<file path="src/hdl/vtp_pkg.sv">
package vtp_pkg;

    // ========================================
    // Sizes
    // ========================================

    // A virtual page number addresses 4KB pages
    localparam int VA_PAGE_BITS = 24;
    localparam int PA_PAGE_BITS = 20;

    // 4KB page bits that fall inside one 2MB page
    localparam int BIG_PAGE_LOW_BITS = 9;
    localparam int BIG_FRAME_BITS = PA_PAGE_BITS - BIG_PAGE_LOW_BITS;

    localparam int TAG_BITS = 8;
    localparam int N_PORTS = 4;
    localparam int PORT_IDX_BITS = $clog2(N_PORTS);

    localparam int N_TLB_ENTRIES = 8;
    localparam int TLB_IDX_BITS = $clog2(N_TLB_ENTRIES);

    // The page table is indexed by the low bits of the virtual page
    localparam int PT_INDEX_BITS = 6;
    localparam int WALK_LATENCY = 4;
    localparam int WALK_CNT_BITS = $clog2(WALK_LATENCY);

    // Queue sizes inside the translation pipe
    localparam int IN_FIFO_DEPTH = 2;
    localparam int IN_FIFO_THRESHOLD = 1;
    localparam int ACTIVE_FIFO_DEPTH = 16;
    localparam int ACTIVE_FIFO_THRESHOLD = 3;

    // ========================================
    // Types
    // ========================================

    typedef struct packed {
        logic [VA_PAGE_BITS-1:0] page_va;
        logic [TAG_BITS-1:0] tag;
        logic [PORT_IDX_BITS-1:0] port;
    } t_vtp_lookup_req;

    typedef struct packed {
        logic [PA_PAGE_BITS-1:0] page_pa;
        logic [TAG_BITS-1:0] tag;
        logic [PORT_IDX_BITS-1:0] port;
        logic is_big_page;
    } t_vtp_lookup_rsp;

    // One stored frame word, read as a 4KB page or as a 2MB frame
    typedef union packed {
        logic [PA_PAGE_BITS-1:0] page_pa;
        struct packed {
            logic [BIG_FRAME_BITS-1:0] frame;
            logic [BIG_PAGE_LOW_BITS-1:0] unused;
        } big;
    } t_vtp_pt_frame;

    typedef struct packed {
        logic [VA_PAGE_BITS-1:0] va_tag;
        t_vtp_pt_frame frame;
        logic big;
        logic valid;
    } t_vtp_pt_entry;

    // A big entry ignores the 4KB page bits below the 2MB boundary
    function automatic logic vtp_entry_match(input t_vtp_pt_entry entry,
                                             input logic [VA_PAGE_BITS-1:0] page_va);
        logic same_big_page;
        logic same_page;
        same_big_page = (entry.va_tag[VA_PAGE_BITS-1:BIG_PAGE_LOW_BITS] ==
                         page_va[VA_PAGE_BITS-1:BIG_PAGE_LOW_BITS]);
        same_page = (entry.va_tag == page_va);
        return entry.valid && (entry.big ? same_big_page : same_page);
    endfunction

endpackage

</file>
<file path="src/hdl/vtp_page_walker.sv">
`timescale 1ns/100ps

module vtp_page_walker
    import vtp_pkg::*;
(
    input  logic clk,
    input  logic reset,

    // Walk request from the TLB
    input  logic walk_req,
    input  logic [VA_PAGE_BITS-1:0] walk_page_va,
    output logic walk_busy,

    // Fill back to the TLB
    output logic fill_en,
    output t_vtp_pt_entry fill_entry,

    // Page table load port
    input  logic pt_wr_en,
    input  logic [PT_INDEX_BITS-1:0] pt_wr_index,
    input  t_vtp_pt_entry pt_wr_entry
);

    t_vtp_pt_entry page_table [2**PT_INDEX_BITS];

    logic busy_q;
    logic [WALK_CNT_BITS-1:0] cnt_q;
    logic [VA_PAGE_BITS-1:0] va_q;
    t_vtp_pt_entry rd_entry_q;
    logic walk_done;

    always_ff @(posedge clk)
    begin
        if (pt_wr_en)
        begin
            page_table[pt_wr_index] <= pt_wr_entry;
        end
    end

    // ========================================
    // Walk sequencing
    // ========================================

    // The counter starts at WALK_LATENCY-1 so the fill lands
    // WALK_LATENCY cycles after the request
    always_ff @(posedge clk)
    begin
        if (reset)
        begin
            busy_q <= 1'b0;
            cnt_q <= '0;
        end
        else if (!busy_q && walk_req)
        begin
            busy_q <= 1'b1;
            cnt_q <= WALK_CNT_BITS'(WALK_LATENCY - 1);
        end
        else if (walk_done)
        begin
            busy_q <= 1'b0;
        end
        else if (busy_q)
        begin
            cnt_q <= cnt_q - 1'b1;
        end
    end

    always_ff @(posedge clk)
    begin
        if (!busy_q && walk_req)
        begin
            va_q <= walk_page_va;
        end

        // The slot is read every cycle, the last read before the fill counts
        rd_entry_q <= page_table[va_q[PT_INDEX_BITS-1:0]];
    end

    assign walk_done = busy_q && (cnt_q == '0);
    assign walk_busy = busy_q;

    // A slot holding some other page gives no fill, the lookup just retries
    assign fill_en = walk_done && vtp_entry_match(rd_entry_q, va_q);
    assign fill_entry = rd_entry_q;

endmodule

</file>
<file path="config.mk">
export PLATFORM = sky130hd
export DESIGN_NAME = vtp_page_walker
export DESIGN_NICKNAME = d
export VERILOG_FILES = /design/src/hdl/vtp_pkg.sv /design/src/hdl/vtp_page_walker.sv
export SDC_FILE = /design/constraint.sdc
export NUM_CORES = 2
export LEC_CHECK = 0
export BUFFER_PORTS_ARGS = -buffer_cell sky130_fd_sc_hd__buf_2
export CAP_MARGIN = 20
export CORE_MARGIN = 2
export CORE_UTILIZATION = 60
export CTS_CLUSTER_DIAMETER = 200
export DETAILED_ROUTE_END_ITERATION = 8
export GPL_ROUTABILITY_DRIVEN = 0
export GPL_TIMING_DRIVEN = 0
export PLACE_DENSITY_LB_ADDON = 0.25
export SLEW_MARGIN = 10
export SYNTH_ARGS = -nofsm -noshare
export SYNTH_HDL_FRONTEND = slang
export SYNTH_SLANG_ARGS = --single-unit
</file>
<file path="constraint.sdc">
create_clock -name clk -period 15.5 [get_ports clk]
set_clock_uncertainty 0.1 [all_clocks]
set_input_delay 3.1 -clock clk [delete_from_list [all_inputs] [get_ports clk]]
set_output_delay 3.1 -clock clk [all_outputs]
set_load 0.03 [all_outputs]
</file>
==> flow_summary_export.csv <==
group,metric,value,unit
outcome,status,"complete, no violations",
synth,avgSynthCellArea,22.9,um2
synth,synth_cell_type_count,56,
grt,grt_pass1_wl,472000,um
worst_setup_path,crit_type,"flip-flop to output pin",
worst_setup_path,worstSetupStartpointType,"flip-flop",
synth,synth_xor_area_share,0.191,%
timing,clock.fmax,122,MHz
clock_tree,cts_resized,0,
drt,ant_nets,0,
layout,seqCellArea,90100,um2
layout,fillCellCount,10800,
grt,grt_pass1_vias,59400,
synth,yosys.area.top_type,"edfxtp_1",
power_and_ir_drop,pwr-share-comb,6.8,%
power_and_ir_drop,swShare,22.2,%
worst_setup_path,arrival,4.99,ns
clock_tree,postCtsSetupBuffers,0,
worst_setup_path,critPathCaptureType,"output pin",
layout,area_growth_syn_to_layout,16.0,%
worst_setup_path,critPathTopFamily,"buffers and inverters",
clock_tree,clk_latency,0.96,ns
clock_tree,clkSinkCount,3017,
synth,yosysSeqAreaShare,78.8,%
drt,vias,61200,
clock_tree,path_clk_slew,0.06,ns
place,detailed_place_hpwl,225000,um
synth,synth_edf_count,2968,
synth,synth_adder_area_share,0.0109,%
timing,period_needed,8.19,ns
run,maxCapViolations,0,
clock_tree,cts_tree,"built",
die,core_area,190000,um2
timing,hold_viol,0,
layout,postLayoutCellArea,133000,um2
worst_setup_path,cp_slowest_cell,"nor4_2",
layout,drive_above_1_share,30.7,%
worst_setup_path,crit_buf_inv,5,
power_and_ir_drop,vdd_drop_max,0.128,mV
clock_tree,cts_root_buf,"clkbuf_16",
worst_setup_path,path_common_cell,"buf_2",
layout,nNetsFinal,5736,
clock_tree,h-tree-depth,5,
synth,ys_top_cells_by_count,"edfxtp_1, mux4_2, o22ai_1",
power_and_ir_drop,internal_power,13.5,mW
synth,synth_area,114000,um2
worst_setup_path,path_cells,"buf_4 > buf_6 > buf_2 > buf_2 > xnor2_1 > nand4_1 > nor4_2 > a31oi_1 > nor4_1 > buf_2",
power_and_ir_drop,clkPwrFrac,40.8,%
die,fp.dieH,441,um
die,ios,128,
synth,synth.area.top_cells,"edfxtp_1, mux4_2, mux2i_1",
synth,synthSimpleGateAreaFrac,1.38,%
synth,synth_compound_gate_area_share,2.64,%
clock_tree,cts_hold_buf,0,
die,die_area,194000,um2
power_and_ir_drop,netSwitchingPower,3.84,mW
synth,netlist_instances,5001,
synth,ys_seq_elements,3017,
hold_path,hold_class,"flip-flop to flip-flop",
die,die_x,441,um
drt,first_pass_iters,8,
drt,post_drt_wl_per_cell,41.4,um
timing,setup_tns,0,ns
synth,ys_warn_count,0,
worst_setup_path,cp_max_fo,11,
power_and_ir_drop,powerDensity,130,nW/um2
synth,async_flop_share,0,%
place,port_buffers,122,
die,fp-row-count,160,
timing,relSlewSlack,18.0,%
drt,drt_iter0_drc,11800,
timing,finalMaxSlewViolations,0,
timing,rsz0062_at_grt,"no",
worst_setup_path,slowest_delay,0.75,ns
synth,synth_mux_area_share,15.4,%
synth,synth_top_area_share,77.9,%
grt,antenna_found_initial,13,
timing,finalCritPeriodShare,52.9,%
die,start_util,60.3,%
drt,remaining_drc_errors,0,
grt,grtUsageTotal,36.1,%
place,placed_area,123000,um2
synth,synthFlopType,"edfxtp_1",
grt,grt_max_degree,65,
worst_setup_path,cp_data_required_time,12.30,ns
clock_tree,clk_path_buf_depth,4,
power_and_ir_drop,p_leak,42.1,nW
drt,routed_via_density,7.29,
timing,tightest_slew,1.23,ns
power_and_ir_drop,seq_power_share,52.4,%
grt,grt_overflow,0,
drt,wl,348000,um
synth,synth_top_family_by_area,"multiplexers",
synth,syn_nets,5082,
timing,setup_viol,0,
layout,multi_input_area,23100,um2
clock_tree,cts_buffers,306,
synth,synth.most_common_cell,"edfxtp_1",
power groups by stage:
stage                     Clock, mW  Sequential, mW  Combinational [mW]
after global placement            0            9.25                1.04
after detailed placement          0            9.25                1.12
after CTS                      7.06            9.08                1.13
final                          7.06            9.07                1.18
after global routing           7.35            9.07                1.19
after floorplan                   0            9.28               0.520
worst register-to-register path: cells and delay by family, from the launching register on:
family,cells,cell delay (ns)
AO/OA/AOI/OAI,1,0.71
buffers and inverters,3,1.91
flip-flops,1,0.53
AND/OR/NAND/NOR,2,0.94
registers in the layout, indices dropped and copies added, names as in the netlist:
signal and cells:
va_q 24, walk_busy 1, cnt_q 2, page_table 2944, fill_entry 46
metal layers:
metal / vias up / share of wire, % / routed length (um) / global-route usage, %
met5: - / 0.014 / 50 / 0
met2: 5900 / 45 / 156000 / 53.0
met1: 31500 / 33 / 114000 / 48.3
met3: 1138 / 15 / 51800 / 11.0
met4: 8 / 7.3 / 25500 / 21.6
li1: 22700 / - / - / -
cell type report:
class	count	area share, %
flip-flops and latches	3017	67.9
well taps	2511	2.37
plain buffers	278	1.35
multi-input cells	1702	17.4
inverters	4	0.0113
clock buffers	396	6.22
diodes	6	0.0113
clock inverters	128	0.800
repair buffers	346	3.88
placed cells by master, fill, tap and decap left out, types with 39 or more instances in the layout:
cell	instances
buf_4	109
buf_12	123
clkinv_1	59
buf_16	66
mux2i_1	163
nor2_4	62
dfxtp_1	49
nor2_1	54
a221oi_1	39
o21ai_0	54
buf_2	204
mux2_2	84
mux4_2	669
nand2_1	50
clkbuf_16	311
clkbuf_1	138
o22ai_1	178
edfxtp_1	2968
path summary, 6_finish.rpt:
check	startpoint	to	slack, ns	cells after the start
setup / recovery	va_q[1]$_DFFE_PP_	fill_en	7.31	10
hold / removal	cnt_q[1]$_SDFFE_PP0P_	cnt_q[1]$_SDFFE_PP0P_	0.40	2
setup reg to reg	va_q[5]$_DFFE_PP_	fill_entry[11]$_DFF_P_	11.12	6
hold reg to reg	cnt_q[1]$_SDFFE_PP0P_	cnt_q[1]$_SDFFE_PP0P_	0.40	2
cells by family (layout without fill, tap and decap cells):
family | after synthesis | count (layout)
simple gates | 321 | 321
mux | 916 | 916
fa+ha+maj | 1 | 1
buf+inv | 282 | 1152
xor+xnor | 25 | 25
compound gates | 439 | 439
other cells | 0 | 6
flops | 3017 | 3017
per-stage QoR:
| stage | power (mW) | hold WS, ns | instances | utilization, % | worst slack, ns |
|---|---|---|---|---|---|
| after global placement | 10.3 | 0.367 | 7634 | 62.3 | 2.69 |
| after CTS | 17.3 | 0.405 | 8360 | 69.7 | 7.39 |
| after global routing | 17.6 | 0.433 | 8385 | 69.9 | 7.28 |
| after floorplan | 9.80 | 0.347 | 5001 | - | 8.15 |
| after detailed placement | 10.4 | 0.396 | 7836 | 64.7 | 8.44 |
| final | 17.3 | 0.402 | 8388 | 69.9 | 7.31 |
No activity file was read; power rests on OpenSTA's default activity.
